`src/hw/memsys_pkg.sv`:
```
`default_nettype none

package memsys_pkg;

    // ####################
    // bus structs
    // ####################

    typedef struct packed {
        logic        valid;
        logic [31:0] addr;
        logic        wen;
        logic [31:0] wdata;
    } cache_req_t;

    typedef struct packed {
        logic        valid;
        logic        error;
        logic [31:0] rdata;
    } cache_resp_t;

    // ####################
    // address map
    // ####################

    localparam logic [31:0] MMIO_BASE = 32'hf000_0000; // only the upper 20 bits are compared

    typedef enum logic [11:0] {
        REG_UART_TX   = 12'h000,
        REG_UART_RX   = 12'h004,
        REG_UART_STAT = 12'h008, // bit 0 tx busy, bit 1 rx pending
        REG_MTIME     = 12'h010,
        REG_MTIMECMP  = 12'h018
    } mmio_reg_e;

    // ####################
    // state machines
    // ####################

    typedef enum logic [1:0] {ARB_IDLE, ARB_PTE, ARB_DATA} arb_state_e;

    typedef enum logic [1:0] {UART_IDLE, UART_START, UART_DATA, UART_STOP} uart_state_e;

endpackage

`default_nettype wire

```
`src/hw/cache_cmd_arbiter.sv`:
```
`timescale 1ns/1ps
`default_nettype none

module cache_cmd_arbiter import memsys_pkg::*; (
    input  wire         clk27MHz,
    input  wire         rst,

    input  wire cache_req_t  pte_req,
    output logic        pte_ready,
    output cache_resp_t pte_resp,

    input  wire cache_req_t  data_req,
    output logic        data_ready,
    output cache_resp_t data_resp,

    output cache_req_t  mem_req,
    input  wire         mem_ready,
    input  wire cache_resp_t mem_resp
);

    arb_state_e state;
    logic       idle;

    assign idle = (state == ARB_IDLE);

    // pte port wins a tie
    always_comb begin
        mem_req = '0;
        if (idle) begin
            mem_req = pte_req.valid ? pte_req : data_req;
        end
    end

    assign pte_ready  = idle && mem_ready;
    assign data_ready = idle && mem_ready && !pte_req.valid;

    always_ff @(posedge clk27MHz) begin
        if (rst) begin
            state <= ARB_IDLE;
        end else begin
            case (state)
                ARB_IDLE: begin
                    if (mem_req.valid && mem_ready) begin
                        state <= pte_req.valid ? ARB_PTE : ARB_DATA;
                    end
                end
                ARB_PTE, ARB_DATA: begin
                    if (mem_resp.valid) begin
                        state <= ARB_IDLE;
                    end
                end
                default: state <= ARB_IDLE;
            endcase
        end
    end

    // the response goes back to whoever holds the grant
    always_comb begin
        pte_resp  = mem_resp;
        data_resp = mem_resp;
        pte_resp.valid  = mem_resp.valid && (state == ARB_PTE);
        data_resp.valid = mem_resp.valid && (state == ARB_DATA);
    end

endmodule

`default_nettype wire

```
`config.mk`:
```
export PLATFORM = sky130hd
export DESIGN_NAME = cache_cmd_arbiter
export DESIGN_NICKNAME = d
export VERILOG_FILES = /design/src/hw/memsys_pkg.sv /design/src/hw/cache_cmd_arbiter.sv
export SDC_FILE = /design/constraint.sdc
export NUM_CORES = 1
export LEC_CHECK = 0
export ABC_AREA = 1
export BUFFER_PORTS_ARGS = -buffer_cell sky130_fd_sc_hd__buf_2
export CAP_MARGIN = 5
export CORE_AREA = 3 3 116 118
export CTS_BUF_LIST = sky130_fd_sc_hd__clkbuf_8
export DETAILED_ROUTE_END_ITERATION = 10
export DIE_AREA = 0 0 119 121
export GPL_ROUTABILITY_DRIVEN = 1
export SLEW_MARGIN = 20
export SYNTH_ARGS = -nofsm -noshare
export SYNTH_HDL_FRONTEND = slang
export SYNTH_SLANG_ARGS = --single-unit
```
`constraint.sdc`:
```
create_clock -name clk27MHz -period 1.9 [get_ports clk27MHz]
set_input_delay 0.475 -clock clk27MHz [delete_from_list [all_inputs] [get_ports clk27MHz]]
set_output_delay 0.475 -clock clk27MHz [all_outputs]
set_load 0.1 [all_outputs]
```
**Word-level counts from Yosys, hierarchy flattened**

Cells that the tools add are included.

- Register bits after elaboration: 2
- Input bits: 169
- Output and inout port bits: 136
- Word-level logic and storage cells: 20

- Equal/unequal tests: 4
- Multiplexer cells: 6
- Reductions and logical operators: 9

Operator list:

| cell | count |
|---|---|
| $mux 66 | 2 |
| $mux 2 | 3 |
| $logic_and 1x1->1 | 5 |
| $pmux 2 s2 | 1 |
| $eq 2x1->1 const B | 1 |
| $eq 2x2->1 const B | 1 |
| $logic_not 2->1 | 1 |
| $ne 2x1->1 const B | 1 |
| $ne 2x2->1 const B | 1 |
| $reduce_and 2->1 | 1 |
| $reduce_or 2->1 | 1 |
| $logic_not 1->1 | 1 |

**Depth between registers and ports, before layout**

- Depth in word-level cells: 5
- Gate-level depth with buffers: 7

**Least setup slack after synthesis**

OpenSTA, ideal clock, no wires.

- Kind: flip-flop to output port
- From: reg state[0]
- To: out mem_req[28] in the netlist's numbering
- Data arrival time: 2.417 ns
- Path slack: -0.992 ns
- Stages on the path, launching flop included: 7
- Cell sequence: dfxtp_1 inv_1 ha_1 inv_2 buf_6 buf_2 a21oi_1

RTL lines:

| what | RTL line | source |
|---|---|---|
| start: declaration | cache_cmd_arbiter.sv:21 | `arb_state_e state;` |
| start signal: assignment | cache_cmd_arbiter.sv:44 | `state <= pte_req.valid ? ARB_PTE : ARB_DATA;` |
| end: declaration | cache_cmd_arbiter.sv:16 | `output cache_req_t mem_req,` |

==> results by group <==
Critical path
  – Launching element of the worst setup path: state[1]
  – R2r startpoint: state[0]
  – Launching element type of the critical path: flop
  – Data arrival, critical path: 1.40 ns
  – Reg-to-reg critical path endpoint: state[0]
  – Worst Setup EP: mem_req[59]
  – Worst setup path class: flop to primary output
  – Data required time of the worst path: 1.42 ns
  – Worst reg2reg path depth: 7
  – Peak fanout along the critical path: 12
  – Reg2Reg Setup Slack: 0.76 ns
  – Crit end category: primary output

Global route
  – Global-route congestion overflow total: 0
  – Wire length of the first global-routing pass: 12.1 mm
  – Initial antenna violation count: 0
  – Via count of the first global-routing pass: 2473
  – Largest net degree at the start of global routing: 28
  – Overall track demand over capacity in global routing: 0.101

Placed design
  – Dpl ws: -0.0895 ns
  – Count of input and output buffers: 205
  – HPWL after detailed placement: 6.64 mm
  – Final weighted congestion in routability-driven placement: 0.732

STA
  – Worst Slack Setup Final: 0.0264 ns
  – Pins Over Slew Limit: 0
  – Max_slew headroom: 0.889
  – Slew at the pin with the worst max-slew slack: 0.166 ns
  – Final critical delay including setup and external delays: 1.87 ns
  – Final hold violations: 0
  – Fmax: 534 MHz
  – Worst clock skew on the final layout: 0.000841 ns
  – Final setup fails: 0
  – Setup repair after global routing missed its margin: true
  – Period utilisation layout: 0.986

Power
  – Leak: 2.02 nW
  – Peak ir drop on the vdd network: 1100 uV
  – Pwr/cell area: 2360 nW/um2
  – Post-layout power: 10.8 mW

Drt
  – Remaining antenna violation count after routing: 0
  – Detailed Routing Iterations Pass 1: 4
  – Aggregate routed wire length: 8.27 mm
  – Average wire per standard cell: 13.1 um
  – Residual DRC: 0
  – Average vias per placed instance: 3.91
  – Routed via count: 2465
  – Initial detailed-routing violation count: 61

Final layout
  – Layout cells sized above 1: 0.694
  – Biggest registers after layout: state: 2 flops
  – Diodes inserted: 0
  – Nets: 632
  – Synthesis-to-layout area growth: 169%
  – Max FFs per register: 2
  – Largest reg by FF count: state

Floorplanning
  – Count of standard-cell rows: 41
  – Area of the core: 12600 um2
  – Boundary Pins: 305
  – Die X-Extent: 119 um
  – Initial cell density of the core: 0.136
  – Vertical extent of the die: 121 um
  – DIE AREA: 14400 um2

Synthesis
  – Dominant cell by count in the synthesized netlist: nand2_1
  – Library cell occupying the most area in the post-synthesis netlist: buf_4
  – Most used standard cells in the synthesized netlist: nand2_1, buf_4, a21oi_1
  – Post-Syn Nets: 488
  – Post-synthesis cell area: 1710 um2
  – Register area share after synthesis: 0.0235
  – Proportion of netlist area held by the largest area contributor: 0.312
  – Synth warnings: 0
  – Per-instance average area after synthesis: 5.40 um2
  – Proportion of synthesized flip-flops having asynchronous set or reset: 0
  – Instance count of the mapped netlist: 316
  – Area contributors post-synth: buf_4, nand2_1, a21oi_1, buf_6, a21oi_2
  – FF+latch count, synth: 2
  – Flip-flop cell with the highest count after synthesis: dfxtp_1
  – Number of synthesized flops with an enable pin: 0
  – Count of cell types in the netlist: 14

Status
  – Run status: complete, no violations

CTS
  – Clock tree from TritonCTS: done
  – Clock buffers created by TritonCTS: 3
  – Clock H-tree levels: 1
  – Buffer depth of the longest clock path: 2
  – Clk Tree Root Cell: clkbuf_8
  – Clock transition at the registers of the reported paths: 0.03 ns
  – Insertion delay to the later sink of the worst-skew pair: 0.21 ns
  – Number of sinks handled by clock tree synthesis: 2

Min path
  – Worst min-delay path class: flop to flop

Job
  – Reported max-cap violation count: 0
-- cell usage in the layout, fill, tap and decap left out, types with 2 or more instances in the layout --
cell	instances
a21oi_1	2
a21oi_4	65
buf_12	76
buf_16	5
buf_2	134
buf_4	6
buf_6	2
clkbuf_16	3
clkbuf_8	3
dfxtp_2	2
ha_1	2
inv_1	5
inv_2	2
nand2_1	126
nand2_2	7
nand2_4	8
nand3_1	2
nor2_1	2
-- stage by stage --
step                       util  instances  TNS, ns  hold WS (ns)  cell area [um2]
after floorplan               -        316    -5.26         0.471             2540
after global placement    0.342        617    -1.18         0.504             4300
after detailed placement  0.342        617    -1.63         0.510             4300
after CTS                 0.355        623   -0.399         0.515             4460
after global routing      0.366        630   -0.503         0.543             4600
final                     0.366        630        0         0.505             4600
-- worst min path at each step --
| stage | startpoint | to | slack [ns] | cells after the start |
|---|---|---|---|---|
| after floorplan | state[1] | state[1] | 0.47 | 2 |
| after global placement | state[1] | state[1] | 0.50 | 2 |
| after detailed placement | state[1] | state[1] | 0.51 | 2 |
| after CTS | state[0] | state[0] | 0.52 | 2 |
| after global routing | rst | state[0] | 0.54 | 4 |
| final | state[1] | state[1] | 0.50 | 2 |
-- area by class of cell --
type | instances | area (um2)
multi-input combinational | 217 | 1760
clock buffer | 3 | 41.3
fill | 1265 | 7970
tap | 172 | 215
timing repair buffer | 227 | 2480
inverter | 9 | 58.8
sequential | 2 | 42.5
-- power breakdown --
| group | total [mW] | internal, mW | switching [mW] |
|---|---|---|---|
| combinational | 10.6 | 3.80 | 6.78 |
| sequential | 0.0930 | 0.0706 | 0.0225 |
| clock | 0.171 | 0.134 | 0.0368 |
| total | 10.8 | 4.00 | 6.84 |
-- per-layer routing --
layer | part of all wire | track usage
met1 | 0.38 | 0.113
met2 | 0.52 | 0.186
met5 | 0 | 0
met3 | 0.10 | 0.0350
met4 | 0.0071 | 0.0174
-- repair_timing --
action | in CTS | in global routing
hold buffers | 0 | 0
endpoints found under the setup margin | 65 | 67
buffers inserted | 1 | 4
cloned | 2 | 3
pin swaps | 1 | 2
gates resized for setup | 15 | 9
-- logic make-up after synthesis --
logic type / synth area share
flops: 0.0235
simple gates: 0.323
buf+inv: 0.411
fa+ha+maj: 0.0220
compound gates: 0.221
-- worst max-delay path: stages, from the launching register on --
cell       delay (ns)
dfxtp_2          0.32
inv_2            0.08
ha_4             0.19
inv_12           0.08
clkbuf_16        0.18
a21oi_4          0.14
buf_12           0.19
No activity file was read; power rests on OpenSTA's default activity.
