$ cat src/hw/memsys_pkg.sv
`default_nettype none

package memsys_pkg;

    // ####################
    // bus structs
    // ####################

    typedef struct packed {
        logic        valid;
        logic [31:0] addr;
        logic        wen;
        logic [31:0] wdata;
    } cache_req_t;

    typedef struct packed {
        logic        valid;
        logic        error;
        logic [31:0] rdata;
    } cache_resp_t;

    // ####################
    // address map
    // ####################

    localparam logic [31:0] MMIO_BASE = 32'hf000_0000; // only the upper 20 bits are compared

    typedef enum logic [11:0] {
        REG_UART_TX   = 12'h000,
        REG_UART_RX   = 12'h004,
        REG_UART_STAT = 12'h008, // bit 0 tx busy, bit 1 rx pending
        REG_MTIME     = 12'h010,
        REG_MTIMECMP  = 12'h018
    } mmio_reg_e;

    // ####################
    // state machines
    // ####################

    typedef enum logic [1:0] {ARB_IDLE, ARB_PTE, ARB_DATA} arb_state_e;

    typedef enum logic [1:0] {UART_IDLE, UART_START, UART_DATA, UART_STOP} uart_state_e;

endpackage

`default_nettype wire

$ cat src/hw/uart_phy.sv
`timescale 1ns/1ps
`default_nettype none

module uart_phy import memsys_pkg::*; #(
    parameter int CLKS_PER_BIT = 234
) (
    input  wire        clk27MHz,
    input  wire        rst,
    input  wire        tx_start,
    input  wire [7:0]  tx_byte,
    output logic       tx_busy,
    output logic       uart_tx,
    input  wire        uart_rx,
    output logic       rx_valid,
    output logic [7:0] rx_byte
);

    localparam int CW = $clog2(CLKS_PER_BIT + 1);
    localparam logic [CW-1:0] LAST = CW'(CLKS_PER_BIT - 1);
    localparam logic [CW-1:0] HALF = CW'((CLKS_PER_BIT - 1) / 2);

    // ####################
    // transmitter
    // ####################

    uart_state_e   tx_state;
    logic [CW-1:0] tx_cnt;
    logic [2:0]    tx_bit;
    logic [7:0]    tx_shift;
    logic          tx_last;

    assign tx_busy = (tx_state != UART_IDLE);
    assign tx_last = (tx_cnt == LAST);

    always_ff @(posedge clk27MHz) begin
        if (rst) begin
            tx_state <= UART_IDLE;
            tx_cnt   <= '0;
            tx_bit   <= '0;
            uart_tx  <= 1'b1;
        end else begin
            tx_cnt <= tx_last ? '0 : tx_cnt + 1'b1;
            case (tx_state)
                UART_IDLE: begin
                    tx_cnt <= '0;
                    if (tx_start) begin
                        tx_state <= UART_START;
                        tx_shift <= tx_byte;
                        uart_tx  <= 1'b0;
                    end
                end
                UART_START: begin
                    if (tx_last) begin
                        tx_state <= UART_DATA;
                        tx_bit   <= '0;
                        uart_tx  <= tx_shift[0]; // lsb first
                        tx_shift <= tx_shift >> 1;
                    end
                end
                UART_DATA: begin
                    if (tx_last) begin
                        tx_bit <= tx_bit + 1'b1;
                        if (tx_bit == 3'd7) begin
                            tx_state <= UART_STOP;
                            uart_tx  <= 1'b1;
                        end else begin
                            uart_tx  <= tx_shift[0];
                            tx_shift <= tx_shift >> 1;
                        end
                    end
                end
                UART_STOP: begin
                    if (tx_last) begin
                        tx_state <= UART_IDLE;
                    end
                end
                default: tx_state <= UART_IDLE;
            endcase
        end
    end

    // ####################
    // receiver
    // ####################

    uart_state_e   rx_state;
    logic [CW-1:0] rx_cnt;
    logic [2:0]    rx_bit;
    logic [7:0]    rx_shift;
    logic          rx_s1;
    logic          rx_s2;
    logic          rx_last;

    assign rx_last = (rx_cnt == LAST);

    always_ff @(posedge clk27MHz) begin
        if (rst) begin
            rx_s1    <= 1'b1;
            rx_s2    <= 1'b1;
            rx_state <= UART_IDLE;
            rx_cnt   <= '0;
            rx_bit   <= '0;
            rx_valid <= 1'b0;
        end else begin
            rx_s1    <= uart_rx;
            rx_s2    <= rx_s1;
            rx_valid <= 1'b0;
            rx_cnt   <= rx_cnt + 1'b1;
            case (rx_state)
                UART_IDLE: begin
                    rx_cnt <= '0;
                    if (!rx_s2) begin
                        rx_state <= UART_START;
                    end
                end
                UART_START: begin
                    if (rx_cnt == HALF) begin // middle of the start bit
                        rx_cnt   <= '0;
                        rx_bit   <= '0;
                        rx_state <= rx_s2 ? UART_IDLE : UART_DATA;
                    end
                end
                UART_DATA: begin
                    if (rx_last) begin
                        rx_cnt   <= '0;
                        rx_shift <= {rx_s2, rx_shift[7:1]};
                        rx_bit   <= rx_bit + 1'b1;
                        if (rx_bit == 3'd7) begin
                            rx_state <= UART_STOP;
                        end
                    end
                end
                UART_STOP: begin
                    if (rx_last) begin
                        rx_state <= UART_IDLE;
                        rx_valid <= rx_s2; // framing error drops the byte
                        rx_byte  <= rx_shift;
                    end
                end
                default: rx_state <= UART_IDLE;
            endcase
        end
    end

endmodule

`default_nettype wire

$ cat src/hw/mmio_regs.sv
`timescale 1ns/1ps
`default_nettype none

module mmio_regs import memsys_pkg::*; #(
    parameter int CLKS_PER_BIT = 234
) (
    input  wire         clk27MHz,
    input  wire         rst,

    input  wire mmio_reg_e   reg_sel,
    input  wire         reg_wen,
    input  wire [31:0]  reg_wdata,
    input  wire         reg_strobe,
    output logic [31:0] reg_rdata,
    output logic        reg_err,

    input  wire         uart_rx,
    output logic        uart_tx,
    output logic        mti_pending,
    output logic        uart_rx_pending
);

    logic [31:0] mtime;
    logic [31:0] mtimecmp;
    logic [7:0]  rx_buf;
    logic        rx_pend;

    logic        tx_start;
    logic        tx_busy;
    logic        rx_valid;
    logic [7:0]  rx_byte;
    logic        wr;
    logic        rd;

    assign wr = reg_strobe && reg_wen;
    assign rd = reg_strobe && !reg_wen;

    assign tx_start = wr && (reg_sel == REG_UART_TX) && !tx_busy; // busy writes are dropped

    // ####################
    // machine timer
    // ####################

    always_ff @(posedge clk27MHz) begin
        if (rst) begin
            mtime    <= '0;
            mtimecmp <= '1;
        end else begin
            if (wr && reg_sel == REG_MTIME) begin
                mtime <= reg_wdata;
            end else begin
                mtime <= mtime + 1'b1;
            end
            if (wr && reg_sel == REG_MTIMECMP) begin
                mtimecmp <= reg_wdata;
            end
        end
    end

    assign mti_pending = (mtime >= mtimecmp);

    // a new byte wins over a clearing read of the receive buffer
    always_ff @(posedge clk27MHz) begin
        if (rst) begin
            rx_pend <= 1'b0;
        end else if (rx_valid) begin
            rx_pend <= 1'b1;
        end else if (rd && reg_sel == REG_UART_RX) begin
            rx_pend <= 1'b0;
        end
    end

    always_ff @(posedge clk27MHz) begin
        if (rx_valid) begin
            rx_buf <= rx_byte;
        end
    end

    assign uart_rx_pending = rx_pend;

    always_comb begin
        reg_rdata = '0;
        reg_err   = 1'b0;
        case (reg_sel)
            REG_UART_TX:   reg_rdata = '0;
            REG_UART_RX:   reg_rdata = {24'h0, rx_buf};
            REG_UART_STAT: reg_rdata = {30'h0, rx_pend, tx_busy};
            REG_MTIME:     reg_rdata = mtime;
            REG_MTIMECMP:  reg_rdata = mtimecmp;
            default:       reg_err   = 1'b1; // unmapped offset in the page
        endcase
    end

    uart_phy #(
        .CLKS_PER_BIT(CLKS_PER_BIT)
    ) uart_phy_i (
        .clk27MHz(clk27MHz),
        .rst(rst),
        .tx_start(tx_start),
        .tx_byte(reg_wdata[7:0]),
        .tx_busy(tx_busy),
        .uart_tx(uart_tx),
        .uart_rx(uart_rx),
        .rx_valid(rx_valid),
        .rx_byte(rx_byte)
    );

endmodule

`default_nettype wire

$ cat src/hw/mmio_cntr.sv
`timescale 1ns/1ps
`default_nettype none

module mmio_cntr import memsys_pkg::*; #(
    parameter int CLKS_PER_BIT = 234
) (
    input  wire         clk27MHz,
    input  wire         rst,

    input  wire cache_req_t  data_req,
    output logic        data_ready,
    output cache_resp_t data_resp,

    output cache_req_t  fwd_req,
    input  wire         fwd_ready,
    input  wire cache_resp_t fwd_resp,

    input  wire         uart_rx,
    output logic        uart_tx,
    output logic        mti_pending,
    output logic        uart_rx_pending
);

    mmio_reg_e   reg_sel;
    logic        reg_wen;
    logic [31:0] reg_wdata;
    logic        reg_strobe;
    logic [31:0] reg_rdata;
    logic        reg_err;

    logic        is_mmio;
    logic        outstanding;
    logic        mmio_pend;
    logic        fwd_busy;
    logic        mmio_err_q;
    logic [31:0] mmio_rdata_q;

    assign is_mmio     = (data_req.addr[31:12] == MMIO_BASE[31:12]);
    assign outstanding = mmio_pend || fwd_busy; // one response in flight at most

    assign data_ready = !outstanding && (is_mmio || fwd_ready);

    always_comb begin
        fwd_req       = data_req;
        fwd_req.valid = data_req.valid && !is_mmio && !outstanding;
    end

    // ####################
    // register access
    // ####################

    assign reg_strobe = data_req.valid && is_mmio && !outstanding;
    assign reg_sel    = mmio_reg_e'(data_req.addr[11:0]);
    assign reg_wen    = data_req.wen;
    assign reg_wdata  = data_req.wdata;

    always_ff @(posedge clk27MHz) begin
        if (rst) begin
            mmio_pend <= 1'b0;
            fwd_busy  <= 1'b0;
        end else begin
            mmio_pend <= reg_strobe;
            if (fwd_req.valid && fwd_ready) begin
                fwd_busy <= 1'b1;
            end else if (fwd_resp.valid) begin
                fwd_busy <= 1'b0;
            end
        end
    end

    always_ff @(posedge clk27MHz) begin
        if (reg_strobe) begin
            mmio_err_q   <= reg_err;
            mmio_rdata_q <= reg_wen ? 32'h0 : reg_rdata; // writes answer with zero
        end
    end

    always_comb begin
        if (mmio_pend) begin
            data_resp.valid = 1'b1;
            data_resp.error = mmio_err_q;
            data_resp.rdata = mmio_rdata_q;
        end else begin
            data_resp = fwd_resp;
        end
    end

    mmio_regs #(
        .CLKS_PER_BIT(CLKS_PER_BIT)
    ) mmio_regs_i (
        .clk27MHz(clk27MHz),
        .rst(rst),
        .reg_sel(reg_sel),
        .reg_wen(reg_wen),
        .reg_wdata(reg_wdata),
        .reg_strobe(reg_strobe),
        .reg_rdata(reg_rdata),
        .reg_err(reg_err),
        .uart_rx(uart_rx),
        .uart_tx(uart_tx),
        .mti_pending(mti_pending),
        .uart_rx_pending(uart_rx_pending)
    );

endmodule

`default_nettype wire

$ cat config.mk
export PLATFORM = sky130hd
export DESIGN_NAME = mmio_cntr
export DESIGN_NICKNAME = d
export VERILOG_FILES = /design/src/hw/memsys_pkg.sv /design/src/hw/uart_phy.sv /design/src/hw/mmio_regs.sv /design/src/hw/mmio_cntr.sv
export SDC_FILE = /design/constraint.sdc
export NUM_CORES = 1
export LEC_CHECK = 0
export BUFFER_PORTS_ARGS = -buffer_cell sky130_fd_sc_hd__clkbuf_2
export CAP_MARGIN = 30
export CELL_PAD_IN_SITES_DETAIL_PLACEMENT = 0
export CELL_PAD_IN_SITES_GLOBAL_PLACEMENT = 1
export CORE_UTILIZATION = 35
export DETAILED_ROUTE_END_ITERATION = 8
export GPL_ROUTABILITY_DRIVEN = 0
export MAX_ROUTING_LAYER = met4
export PLACE_DENSITY = 0.72
export SYNTH_ARGS = -nofsm -noshare
export SYNTH_HDL_FRONTEND = slang
export SYNTH_SLANG_ARGS = --single-unit
$ cat constraint.sdc
create_clock -name clk27MHz -period 3.6 [get_ports clk27MHz]
set_input_delay 0 -clock clk27MHz [delete_from_list [all_inputs] [get_ports clk27MHz]]
set_output_delay 0 -clock clk27MHz [all_outputs]
set_load 0.02 [all_outputs]
* Word level (Yosys, flattened, before mapping) *
Index checks and enable logic that the tools add are counted.

storage, ports and cells
  output and inout port bits = 104
  word-level logic and storage cells = 136
  input port bits = 104
  register bits after elaboration = 162

operators by class
  bitwise logic cells = 3
  magnitude comparators = 1
  muxes and demuxes = 40
  equality and inequality tests = 27
  $add $sub $neg = 5
  reductions and logical operators = 39

operator list
  kind                                                  count
  one-hot mux 32 bit (4 select lines)                   1
  two-way mux 8 bit                                     6
  one-hot mux 8 bit (3 select lines)                    2
  two-way mux 34 bit                                    1
  adder 32 x 1 -> 32 bit, second input constant         1
  >= comparator 32 bit                                  1
  two-way mux 32 bit                                    1
  equality test 12 x 5 -> 1 bit, second input constant  2
  two-way mux 2 bit                                     11
  equality test 20 bit, second input constant           1
  != test 2 bit, second input constant                  10
  adder 8 x 1 -> 8 bit, second input constant           2
  equality test 8 bit, second input constant            2
  one-hot mux 2 bit (4 select lines)                    2
  logical AND 1 bit                                     13
  equality test 12 x 3 -> 1 bit, second input constant  1
  equality test 12 x 4 -> 1 bit, second input constant  1
  zero test 12 bit                                      1
  two-way mux 3 bit                                     4
  one-hot mux 3 bit (2 select lines)                    2
  AND reduction 3 bit                                   4
  AND reduction 5 bit                                   2
  nonzero test 2 bit                                    5
  two-way mux 1 bit                                     9
  16 further kinds                                      30

* Longest topological paths before layout *
Gate-level depths: netlist of the first run.

  depth after elaboration = 8
  mapped depth = 8
  depth with buffers taken out = 7

* Cells and area by module *
Synthesis of the first run repeated with hierarchy kept, for this count alone.

unflattened totals
  cells, all modules = 898
  area total of the unflattened synthesis = 9,207.6 um2

modules (own cells, without submodules)
  module     sequential area each (um2)  cells each  area each (um2)  times used
  mmio_regs  1,541.5                     506         4,583.1          1
  uart_phy   1,321.3                     201         2,339.7          1
  mmio_cntr  1,031.0                     191         2,284.7          1

* Worst setup path before layout of the first run *
Ideal clock, no wire load.

  kind = register to register
  start point = register mmio_pend
  end point = register mmio_regs_i.uart_phy_i.tx_shift[0], enable pin
  setup slack = 0.687 ns
  path buffers = 1
  setup time = 0.385 ns
  stages on the path, launching flop included = 7
  arrival time = 2.527 ns
  period minus slack after synthesis = 2.913 ns
  data required time = 3.215 ns
  cells stage by stage = dfxtp_1 buf_6 or3b_4 or4_4 o41ai_2 nand3b_1 nor3b_1

on the way
  cells in the longest elaborated chain, start to end = 8

RTL lines
  what                                     line             RTL
  start, declared                          mmio_cntr.sv:33  logic mmio_pend;
  start signal, assigned                   mmio_cntr.sv:62  mmio_pend <= reg_strobe;
  logical OR 1 bit                         mmio_cntr.sv:39  assign outstanding = mmio_pend || fwd_busy;
  zero test 1 bit                          mmio_cntr.sv:52  assign reg_strobe = data_req.valid && is_mmio && !outstanding;
  logical AND 1 bit                        mmio_cntr.sv:52
  logical AND 1 bit                        mmio_regs.sv:35  assign wr = reg_strobe && reg_wen;
  logical AND 1 bit (2 in series)          mmio_regs.sv:38  assign tx_start = wr && (reg_sel == REG_UART_TX) && !tx_busy;
  != test 2 x 1 -> 1 bit (no source line)  -
  AND reduction 6 bit (no source line)     -
  end signal, assigned                     uart_phy.sv:48   tx_shift <= tx_byte;
  end signal, assigned                     uart_phy.sv:57   tx_shift <= tx_shift >> 1;
  end signal, assigned                     uart_phy.sv:68   tx_shift <= tx_shift >> 1;
  end, declared                            uart_phy.sv:29   logic [7:0] tx_shift;

Every way passes these cells.
A chain may end at the register's enable or synchronous reset.

* Final worst setup path of the first run *
  start point = register fwd_busy
  end point = register mmio_regs_i.uart_phy_i.tx_shift[5], enable pin

on the way
  cells in the longest elaborated chain, start to end = 8

RTL lines
  what                                     line             RTL
  start, declared                          mmio_cntr.sv:34  logic fwd_busy;
  start signal, assigned                   mmio_cntr.sv:60  fwd_busy <= 1'b0;
  start signal, assigned                   mmio_cntr.sv:64  fwd_busy <= 1'b1;
  start signal, assigned                   mmio_cntr.sv:66  fwd_busy <= 1'b0;
  logical OR 1 bit                         mmio_cntr.sv:39
  zero test 1 bit                          mmio_cntr.sv:52
  logical AND 1 bit                        mmio_cntr.sv:52
  logical AND 1 bit                        mmio_regs.sv:35
  logical AND 1 bit (2 in series)          mmio_regs.sv:38
  != test 2 x 1 -> 1 bit (no source line)  -
  AND reduction 6 bit (no source line)     -

Every way passes these cells.

==> impl_metrics.json, run 1 <==
{
  "avgSynthCellArea_um2": 9.929,
  "seq_area_um2": 3894,
  "synth.ff_latch_count": 162,
  "crit_type": "flip-flop to flip-flop",
  "seq_power_share": 0.462,
  "cts-root-buf": "clkbuf_16",
  "cp_data_required_time_ns": 3.73,
  "area_growth_pct": 21.60,
  "drive_gt1_frac": 0.2972,
  "clock_sinks": 162,
  "ir_drop_mv": 0.3462,
  "grt_overflow_total": 0,
  "fmax_mhz": 381.1,
  "cp-end-kind": "flip-flop",
  "die_w_um": 158.9,
  "antenna_found_initial": 0,
  "clk_latency_ns": 0.43,
  "drt_wl_total_mm": 20.76,
  "ant_nets": 0,
  "grt_pass1_wl_mm": 33.95,
  "skew_ns": 0.008346,
  "p_int_uw": 3162,
  "synthTopCellsByCount": "97 x dfxtp_1, 97 x nor2_1, 65 x buf_4, 65 x edfxtp_1, 55 x nand2_1",
  "ys_seq_area_frac": 0.4518,
  "grt_max_degree": 37,
  "worst-path-stages": 6,
  "final_max_slew_viol_count": 0,
  "tns_ns": 0,
  "p_sw_uw": 1057,
  "reg2reg_depth": 6,
  "avgViaCountPerCell": 4.858,
  "critPathLaunchType": "flip-flop",
  "synthCells": 868,
  "initial_utilization": 0.3554,
  "post-cts-setup-buffers": 0,
  "power_density_nw_per_um2": 402.5,
  "cp_slowest_stage_delay_ns": 0.56,
  "slowest_stage": "or4_4",
  "tightest_slew_ns": 0.7199,
  "die_h_um": 158.9,
  "hold_violations": 0,
  "fin_crit_sh": 0.7288,
  "grt.total_usage": 0.1733,
  "clkTransAtPathRegs_ns": 0.06,
  "antenna_cells": 0,
  "maxCapViolations": 0,
  "cts_tree": "done",
  "num_rows": 57,
  "worstPathBufferInverterCount": 1,
  "cts.path.max_buffers": 2,
  "yosys.cell_types.count": 56,
  "htree_levels": 4,
  "syn_area_um2": 8618,
  "relSlewSlack": 0.5196,
  "wl_per_cell_um": 15.07,
  "drt-pass1-iter-count": 7,
  "nets": 1190,
  "cpLargestDelayFamily": "simple AND/OR/NAND/NOR gates",
  "crit_fanout": 8,
  "setup_viol": 0,
  "p_leak_uw": 0.004392,
  "drt_iter0_markers": 455,
  "synth_edf_count": 65,
  "status": "finished, final reports clean",
  "grt_pass1_vias": 6491,
  "dieArea_um2": 25260,
  "fin_hold_ws_ns": 0.02854,
  "worstHoldPathCells": 3,
  "syn_nets": 1018,
  "rsz0062_at_grt": "no",
  "async_reset_ff_frac": 0,
  "crit_chain": "or3b_4 -> or4_4 -> o41ai_2 -> nand3b_1 -> nor3b_1 -> buf_4",
  "swShare": 0.2506,
  "combinationalPowerShare": 0.109,
  "io_buffers": 207,
  "ios": 208,
  "fin_crit_ns": 2.624,
  "ys.flop_type": "dfxtp_1",
  "dp_hpwl_mm": 14.82,
  "synthTopCellsByArea": "edfxtp_1 23%, dfxtp_1 23%, ha_1 6.7%",
  "drc_errors": 0,
  "vias": 6689,
  "yosys_warnings": 0,
  "fillers": 2404,
  "netlist.area_leader.share": 0.2265,
  "cts_buffers": 17,
  "multi_input_area_um2": 3881,
  "coreArea_um2": 24250,
  "synth_top_cell_by_area": "edfxtp_1",
  "final_util": 0.4322,
  "hold_path.class": "input port to flip-flop",
  "p_clk_frac": 0.428,
  "cp.arrival_ns": 2.76
}
-- cells in the final DEF (no fill, tap or decap), types with 29 or more instances in the layout --
master and instances:
dlygate4sd3_1 37, inv_1 48, dfxtp_1 97, clkbuf_2 207, xor2_1 29, nor2_1 95
mux2_2 41, ha_1 46, nand2_1 55, o211ai_1 31, edfxtp_1 65
-- power by group through the flow --
stage / Clock [uW] / Combinational, uW / Sequential (uW)
detailed placement: 0 / 431 / 1990
floorplan: 0 / 299 / 1990
finish: 1810 / 461 / 1950
global route: 1920 / 500 / 1950
CTS: 1850 / 466 / 1950
global placement: 0 / 429 / 1990
-- worst register-to-register path: cells and delay by family, from the launching register on --
| kind | cells | cell delay (ns) |
|---|---|---|
| compound gates | 1 | 0.41 |
| buf+inv | 1 | 0.20 |
| flops | 1 | 0.33 |
| simple gates | 4 | 1.39 |
-- final timing paths --
kind / start / end / slack, ns
max: fwd_busy$_SDFFE_PP0P_ / mmio_regs_i.uart_phy_i.tx_shift[5]$_DFFE_PP_ / 0.98
min: data_req[36] / mmio_err_q$_DFFE_PN_ / 0.03
max reg2reg: fwd_busy$_SDFFE_PP0P_ / mmio_regs_i.uart_phy_i.tx_shift[5]$_DFFE_PP_ / 0.98
min reg2reg: mmio_regs_i.uart_phy_i.rx_s1$_SDFF_PP1_ / mmio_regs_i.uart_phy_i.rx_s2$_SDFF_PP1_ / 0.41
-- what timing repair did --
item,in CTS,in global routing
endpoints found under the hold margin,76,0
hold buffers,37,0
gates resized for setup,0,0
-- registers in the layout, indices dropped and copies added, names as in the netlist, 2 cells and up, named ones only --
register / flops
mmio_rdata_q: 32
mmio_regs_i.mtime: 32
mmio_regs_i.mtimecmp: 32
mmio_regs_i.rx_buf: 8
mmio_regs_i.uart_phy_i.rx_byte: 8
mmio_regs_i.uart_phy_i.rx_cnt: 8
mmio_regs_i.uart_phy_i.rx_shift: 8
mmio_regs_i.uart_phy_i.tx_cnt: 8
mmio_regs_i.uart_phy_i.tx_shift: 8
mmio_regs_i.uart_phy_i.rx_bit: 3
mmio_regs_i.uart_phy_i.tx_bit: 3
mmio_regs_i.uart_phy_i.tx_state: 2
-- metrics by stage --
stage / power [uW] / setup slack (ns) / instance area (um2) / instances
2_1_floorplan: 2290 / 0.6874 / 8618 / 868
3_3_place_gp: 2419 / 1.008 / 9529 / 1308
3_5_place_dp: 2422 / 0.9695 / 9529 / 1308
4_1_cts: 4266 / 0.9505 / 10480 / 1377
5_1_grt: 4377 / 0.8210 / 10480 / 1377
6_report: 4219 / 0.9764 / 10480 / 1377
-- metal layers --
metal / vias to the layer above / part of all wire / track usage
met5: - / 0 / -
met4: 0 / 0.015 / 0.05551
met3: 21 / 0.045 / 0.02978
met2: 156 / 0.44 / 0.2590
met1: 3084 / 0.50 / 0.2377
li1: 3428 / - / -
-- area by class of cell --
class,count,share of cell area
clock inverter,14,0.01445
inverter,48,0.01719
clock buffer,18,0.04095
timing repair buffer,260,0.1468
tap,324,0.03868
sequential,162,0.3715
multi-input combinational,551,0.3703
-- cell families (layout without fill, tap and decap cells) --
family	after synthesis	after routing	share of synthesized area
and+or+nand+nor	273	273	0.1572
DFF	162	162	0.4518
buffers and inverters	155	340	0.09843
AOI/OAI and AO/OA	148	148	0.1280
adders and majority gates	46	46	0.06678
muxes	44	44	0.05706
xor gates and xnor gates	40	40	0.04065
Note: power is estimated with default switching activity, not from simulation.
==> run 2, diff against run 1 <==
--- a/config.mk
+++ b/config.mk
@@ -5,6 +5,7 @@
 export SDC_FILE = /design/constraint.sdc
 export NUM_CORES = 1
 export LEC_CHECK = 0
+export ABC_AREA = 1
 export BUFFER_PORTS_ARGS = -buffer_cell sky130_fd_sc_hd__clkbuf_2
 export CAP_MARGIN = 30
 export CELL_PAD_IN_SITES_DETAIL_PLACEMENT = 0
@@ -13,7 +14,7 @@
 export DETAILED_ROUTE_END_ITERATION = 8
 export GPL_ROUTABILITY_DRIVEN = 0
 export MAX_ROUTING_LAYER = met4
-export PLACE_DENSITY = 0.72
+export PLACE_DENSITY = 0.77
 export SYNTH_ARGS = -nofsm -noshare
 export SYNTH_HDL_FRONTEND = slang
 export SYNTH_SLANG_ARGS = --single-unit
==> constraint.sdc (replaced) <==
create_clock -name clk27MHz -period 2.39 [get_ports clk27MHz]
set_input_delay 0 -clock clk27MHz [delete_from_list [all_inputs] [get_ports clk27MHz]]
set_output_delay 0 -clock clk27MHz [all_outputs]
set_load 0.02 [all_outputs]
==> impl_metrics.json, run 2 <==
{
  "ys_seq_area_frac": 0.4195,
  "avgSynthCellArea_um2": 7.787,
  "tns_ns": 0,
  "yosys_warnings": 0,
  "vias": 8131,
  "maxCapViolations": 0,
  "drt_iter0_markers": 401,
  "cp.arrival_ns": 2.31,
  "crit_chain": "ha_1 -> nand2_1 -> nor2_2 -> nand4_1 -> nor4_4 -> nand4_1 -> nand4_1 -> buf_4",
  "synth_top_cell_by_area": "edfxtp_1",
  "antenna_found_initial": 0,
  "cts-root-buf": "clkbuf_16",
  "post-cts-setup-buffers": 0,
  "grt_max_degree": 68,
  "netlist.area_leader.share": 0.2103,
  "grt.total_usage": 0.1850,
  "cpLargestDelayFamily": "simple AND/OR/NAND/NOR gates",
  "cts.path.max_buffers": 2,
  "grt_overflow_total": 0,
  "cp_data_required_time_ns": 2.39,
  "synthTopCellsByArea": "edfxtp_1 21%, dfxtp_1 21%, nand2_1 13%",
  "fin_crit_ns": 2.314,
  "slowest_stage": "dfxtp_1",
  "critPathLaunchType": "flip-flop",
  "final_util": 0.4285,
  "drc_errors": 0,
  "drive_gt1_frac": 0.2175,
  "htree_levels": 4,
  "synthTopCellsByCount": "322 x nand2_1, 122 x inv_1, 97 x dfxtp_1",
  "relSlewSlack": 0.5943,
  "final_max_slew_viol_count": 0,
  "ys.flop_type": "dfxtp_1",
  "p_leak_uw": 0.005215,
  "fin_total_pwr_uw": 6433,
  "cp-end-kind": "output pin",
  "layout_commonest_cell": "nand2_1",
  "clock_sinks": 162,
  "ant_nets": 0,
  "fin_crit_sh": 0.9680,
  "setup_viol": 0,
  "hold_violations": 0,
  "syn_nets": 1342,
  "grt_pass1_wl_mm": 37.90,
  "io_buffers": 207,
  "cp_slowest_stage_delay_ns": 0.41,
  "dieArea_um2": 27180,
  "drt-pass1-iter-count": 4,
  "yosys.cell_types.count": 53,
  "num_rows": 59,
  "ir_drop_mv": 0.4378,
  "rsz0062_at_grt": "no",
  "crit_type": "flip-flop to output pin",
  "synth_edf_count": 65,
  "crit_fanout": 6,
  "coreArea_um2": 26060,
  "synthCells": 1192,
  "hold_path.class": "input port to flip-flop",
  "initial_utilization": 0.3562,
  "antenna_cells": 0,
  "wl_per_cell_um": 14.09,
  "worstPathBufferInverterCount": 1,
  "cts_tree": "done",
  "mostFrequentLayoutCells": "322 x nand2_1, 206 x clkbuf_2, 122 x inv_1, 95 x dfxtp_1, 78 x nor2_1",
  "area_growth_pct": 20.29,
  "die_h_um": 164.9,
  "syn_area_um2": 9283,
  "reg_top3": "mmio_rdata_q: 32 flops, mmio_regs_i.mtime: 32 flops, mmio_regs_i.mtimecmp: 32 flops",
  "drt_wl_total_mm": 24.16,
  "tightest_slew_ns": 0.6063,
  "async_reset_ff_frac": 0,
  "fmax_mhz": 432.2,
  "clkTransAtPathRegs_ns": 0.07,
  "clk_latency_ns": 0.44,
  "ios": 208,
  "cts_buffers": 17,
  "avgViaCountPerCell": 4.744,
  "nets": 1516,
  "fillers": 2696,
  "dp_hpwl_mm": 18.26,
  "skew_ns": 0.01394,
  "synth.ff_latch_count": 162,
  "crit_top_cell": "nand4_1",
  "power_density_nw_per_um2": 576.1,
  "status": "finished, final reports clean",
  "die_w_um": 164.9,
  "synth_most_common_cell": "nand2_1",
  "grt_pass1_vias": 7305,
  "fin_hold_ws_ns": 0.02802
}
[run 2: cell types whose count changed after synthesis, sizes merged, moves of 14 or more]
cell / delta
nand4: +22
o211ai: -19
mux2: -41
a211oi: -29
a21oi: +62
clkbuf: -14
nand2: +272
inv: +78
nor3: +19
nand3: +31
a22oi: -24
o21ai: +40
[run 2: cell type report]
cell class	count	area [um2]	share of cell area
multi-input cells	797	4255	0.3811
flip-flops and latches	162	3896	0.3489
repair buffers	260	1539	0.1378
inverters	128	480.5	0.04303
clock buffers	18	429.2	0.03844
well taps	335	419.2	0.03754
clock inverters	14	146.4	0.01311
[run 2: kinds of logic (layout without fill, tap and decap cells)]
logic type / Yosys count / count (layout) / synth area share
compound gates: 162 / 162 / 0.09759
fa+ha+maj: 46 / 46 / 0.06200
xor+xnor: 25 / 25 / 0.02359
buf+inv: 233 / 420 / 0.1245
flops: 162 / 162 / 0.4195
simple gates: 564 / 564 / 0.2728
[run 2: through the flow]
| stage | instances | area, um2 | worst slack, ns |
|---|---|---|---|
| floorplan | 1192 | 9283 | 0.2644 |
| global placement | 1646 | 10200 | 0.3759 |
| detailed placement | 1646 | 10200 | 0.3562 |
| CTS | 1714 | 11140 | 0.03535 |
| global route | 1714 | 11170 | 0.01032 |
| finish | 1714 | 11170 | 0.07638 |
[run 2: worst paths after layout]
path	slack, ns	endpoint	startpoint	cells past startpoint
max	0.08	mti_pending	mmio_regs_i.mtime[22]$_SDFF_PP0_	8
min	0.03	mmio_pend$_SDFF_PP0_	data_req[64]	5
max reg2reg	0.50	mmio_regs_i.uart_phy_i.rx_shift[0]$_DFFE_PP_	mmio_regs_i.uart_phy_i.rx_cnt[1]$_SDFF_PP0_	6
min reg2reg	0.41	mmio_regs_i.uart_phy_i.rx_s2$_SDFF_PP1_	mmio_regs_i.uart_phy_i.rx_s1$_SDFF_PP1_	1
[run 2: worst min-delay path, stage by stage]
cell	delay, ns
clkbuf_2	0.09
nand2_1	0.05
nor2_1	0.06
nand3_2	0.15
nor3_1	0.06
[run 2: report_power, final]
group | internal [uW] | switching [uW]
sequential | 2940 | 42.5
combinational | 284 | 477
clock | 1470 | 1210
total | 4700 | 1730
[run 2: timing repair]
item	4_1_cts	5_1_grt
hold buffers	36	0
hold endpoints to repair	68	0
endpoints found under the setup margin	1	1
gates resized for setup	1	7
pin swaps	0	4
[run 2: metal layers]
| layer | up-vias | GRT usage | part of all wire | wire length, um |
|---|---|---|---|---|
| met3 | 24 | 0.02788 | 0.047 | 1128 |
| met2 | 229 | 0.2832 | 0.46 | 11020 |
| met1 | 3653 | 0.2547 | 0.48 | 11710 |
| met5 | - | - | 0 | 0 |
| li1 | 4225 | - | - | - |
| met4 | 0 | 0.04629 | 0.012 | 291 |
==> run 3, diff against run 2 <==
--- a/config.mk
+++ b/config.mk
@@ -10,11 +10,12 @@
 export CAP_MARGIN = 30
 export CELL_PAD_IN_SITES_DETAIL_PLACEMENT = 0
 export CELL_PAD_IN_SITES_GLOBAL_PLACEMENT = 1
+export CORE_ASPECT_RATIO = 1.2
 export CORE_UTILIZATION = 35
 export DETAILED_ROUTE_END_ITERATION = 8
 export GPL_ROUTABILITY_DRIVEN = 0
 export MAX_ROUTING_LAYER = met4
-export PLACE_DENSITY = 0.77
+export PLACE_DENSITY = 0.74
 export SYNTH_ARGS = -nofsm -noshare
 export SYNTH_HDL_FRONTEND = slang
 export SYNTH_SLANG_ARGS = --single-unit
==> constraint.sdc (replaced) <==
create_clock -name clk27MHz -period 2.85 [get_ports clk27MHz]
set_input_delay 0 -clock clk27MHz [delete_from_list [all_inputs] [get_ports clk27MHz]]
set_output_delay 0 -clock clk27MHz [all_outputs]
set_load 0.02 [all_outputs]
==> impl_metrics.json, run 3 (synthesis results as in run 2) <==
{
  "status": "finished, final reports clean",
  "dp_hpwl_mm": 18.28,
  "htree_levels": 4,
  "placedCellCount": 1634,
  "slowest_stage": "dfxtp_1",
  "worstHoldPathCells": 2,
  "cts_tree": "done",
  "maxCapViolations": 0,
  "crit_type": "flip-flop to output pin",
  "cts_buffers": 17,
  "drt-pass1-iter-count": 5,
  "num_rows": 64,
  "clk_latency_ns": 0.44,
  "fin_crit_ns": 2.441,
  "reg_top3": "mmio_rdata_q: 32 flops, mmio_regs_i.mtime: 32 flops, mmio_regs_i.mtimecmp: 32 flops",
  "layout_commonest_cell": "nand2_1",
  "crit_end": "mti_pending",
  "cts-root-buf": "clkbuf_16",
  "crit_top_cell": "nand4_1",
  "cp_slowest_stage_delay_ns": 0.36,
  "rr_endpoint": "mmio_regs_i.uart_phy_i.tx_shift[6]$_DFFE_PP_",
  "fmax_mhz": 409.7,
  "dieArea_um2": 27180,
  "cts.path.max_buffers": 2,
  "critPathLaunchType": "flip-flop",
  "final_util": 0.4313,
  "wl_per_cell_um": 14.39,
  "mostFrequentLayoutCells": "322 x nand2_1, 207 x clkbuf_2, 122 x inv_1, 97 x dfxtp_1, 79 x nor2_1",
  "drc_errors": 0,
  "setup_viol": 0,
  "clock_sinks": 162,
  "post-cts-setup-buffers": 0,
  "tns_ns": 0,
  "grt.total_usage": 0.1921,
  "grt_max_degree": 60,
  "grt_pass1_wl_mm": 39.66,
  "skew_ns": 0.01463,
  "design_area_um2": 11120,
  "ant_nets": 0,
  "drive_gt1_frac": 0.2114,
  "placed_area_um2": 10130,
  "worstPathBufferInverterCount": 2,
  "rsz0062_at_grt": "no",
  "die_h_um": 180.4,
  "tightest_slew_ns": 0.7760,
  "cpLargestDelayFamily": "simple AND/OR/NAND/NOR gates",
  "coreArea_um2": 25780,
  "ios": 208,
  "nets": 1509,
  "initial_utilization": 0.3600,
  "antenna_found_initial": 0,
  "drt_iter0_markers": 330,
  "antenna_cells": 0,
  "relSlewSlack": 0.4814,
  "die_w_um": 150.7,
  "drt_wl_total_mm": 24.49,
  "reg2reg_depth": 8,
  "ir_drop_mv": 0.3723,
  "hold_violations": 0,
  "final_max_slew_viol_count": 0,
  "avgViaCountPerCell": 4.803,
  "area_growth_pct": 19.80,
  "crit_fanout": 3,
  "rrSetupSlack_ns": 0.70,
  "worst-path-stages": 9,
  "r2r-start": "mmio_regs_i.uart_phy_i.tx_cnt[0]$_SDFF_PP0_",
  "grt_pass1_vias": 7751,
  "vias": 8174,
  "crit_start": "mmio_regs_i.mtimecmp[23]$_SDFFE_PP1P_",
  "cp-end-kind": "output pin",
  "cp.arrival_ns": 2.44,
  "fin_crit_sh": 0.8563,
  "crit_chain": "inv_1 -> ha_1 -> nand2_1 -> nor2_1 -> nand4_1 -> nor4_2 -> nand4_1 -> nand4_1 -> clkbuf_2",
  "grt_overflow_total": 0,
  "fin_cells": 1702,
  "io_buffers": 207,
  "fillers": 2726,
  "hold_path.class": "input port to flip-flop",
  "power_density_nw_per_um2": 495.2,
  "fin_total_pwr_uw": 5507,
  "clkTransAtPathRegs_ns": 0.08,
  "p_leak_uw": 0.005178,
  "cp_data_required_time_ns": 2.85
}
-- run 3: changes by cell type in the layout (fill, tap and decap cells not counted), sizes merged --
cell,delta
clkinvlp,-1
clkbuf,+1
clkinv,+2
buf,-8
bufinv,-1
-- run 3: worst reg2reg max path, stage by stage, from the launching register on --
cell     delay, ns
dfxtp_1       0.42
ha_1          0.17
nand2_1       0.05
nor2_1        0.07
and2_1        0.16
inv_1         0.09
o21ai_0       0.11
nand3_1       0.15
nor2_1        0.55
-- run 3: layout make-up --
class / instances / area (um2) / share of cell area
clock buffers: 18 / 450.4 / 0.04050
inverters: 128 / 480.5 / 0.04320
flip-flops and latches: 162 / 3894 / 0.3501
well taps: 330 / 412.9 / 0.03713
multi-input cells: 797 / 4239 / 0.3812
repair buffers: 253 / 1471 / 0.1323
clock inverters: 14 / 172.7 / 0.01553
-- run 3: layer usage --
metal	track usage	share of wire
met5	-	0
met4	0.06280	0.019
met3	0.02532	0.040
met2	0.3272	0.51
met1	0.2316	0.43
-- run 3: how the worst min path moves through the flow --
| stage | startpoint | endpoint | slack (ns) |
|---|---|---|---|
| 6_report | rst | mmio_regs_i.uart_phy_i.tx_bit[1]$_SDFFE_PP0P_ | 0.02 |
| 5_1_grt | rst | mmio_regs_i.uart_phy_i.tx_bit[1]$_SDFFE_PP0P_ | 0.05 |
| 4_1_cts | rst | mmio_regs_i.uart_phy_i.tx_bit[2]$_SDFFE_PP0P_ | 0.02 |
| 3_5_place_dp | uart_rx | mmio_regs_i.uart_phy_i.rx_s1$_SDFF_PP1_ | 0.18 |
| 3_3_place_gp | uart_rx | mmio_regs_i.uart_phy_i.rx_s1$_SDFF_PP1_ | 0.18 |
| 2_1_floorplan | uart_rx | mmio_regs_i.uart_phy_i.rx_s1$_SDFF_PP1_ | 0.10 |
-- run 3: timing repair --
action	4_1_cts	5_1_grt
endpoints found under the setup margin	0	1
hold buffers	36	0
hold endpoints to repair	68	0
resized for setup	0	1
-- run 3: report_power, final --
part           total, uW  internal (uW)  switching, uW
Combinational        637            232            405
Clock               2370           1250           1120
Sequential          2500           2470           35.9
-- run 3: metrics by stage --
stage | worst slack [ns] | hold WS [ns]
global route | 0.1687 | 0.05209
finish | 0.4095 | 0.01873
detailed placement | 0.6599 | 0.1848
global placement | 0.6249 | 0.1849
CTS | 0.1862 | 0.01882
floorplan | 0.7244 | 0.1038
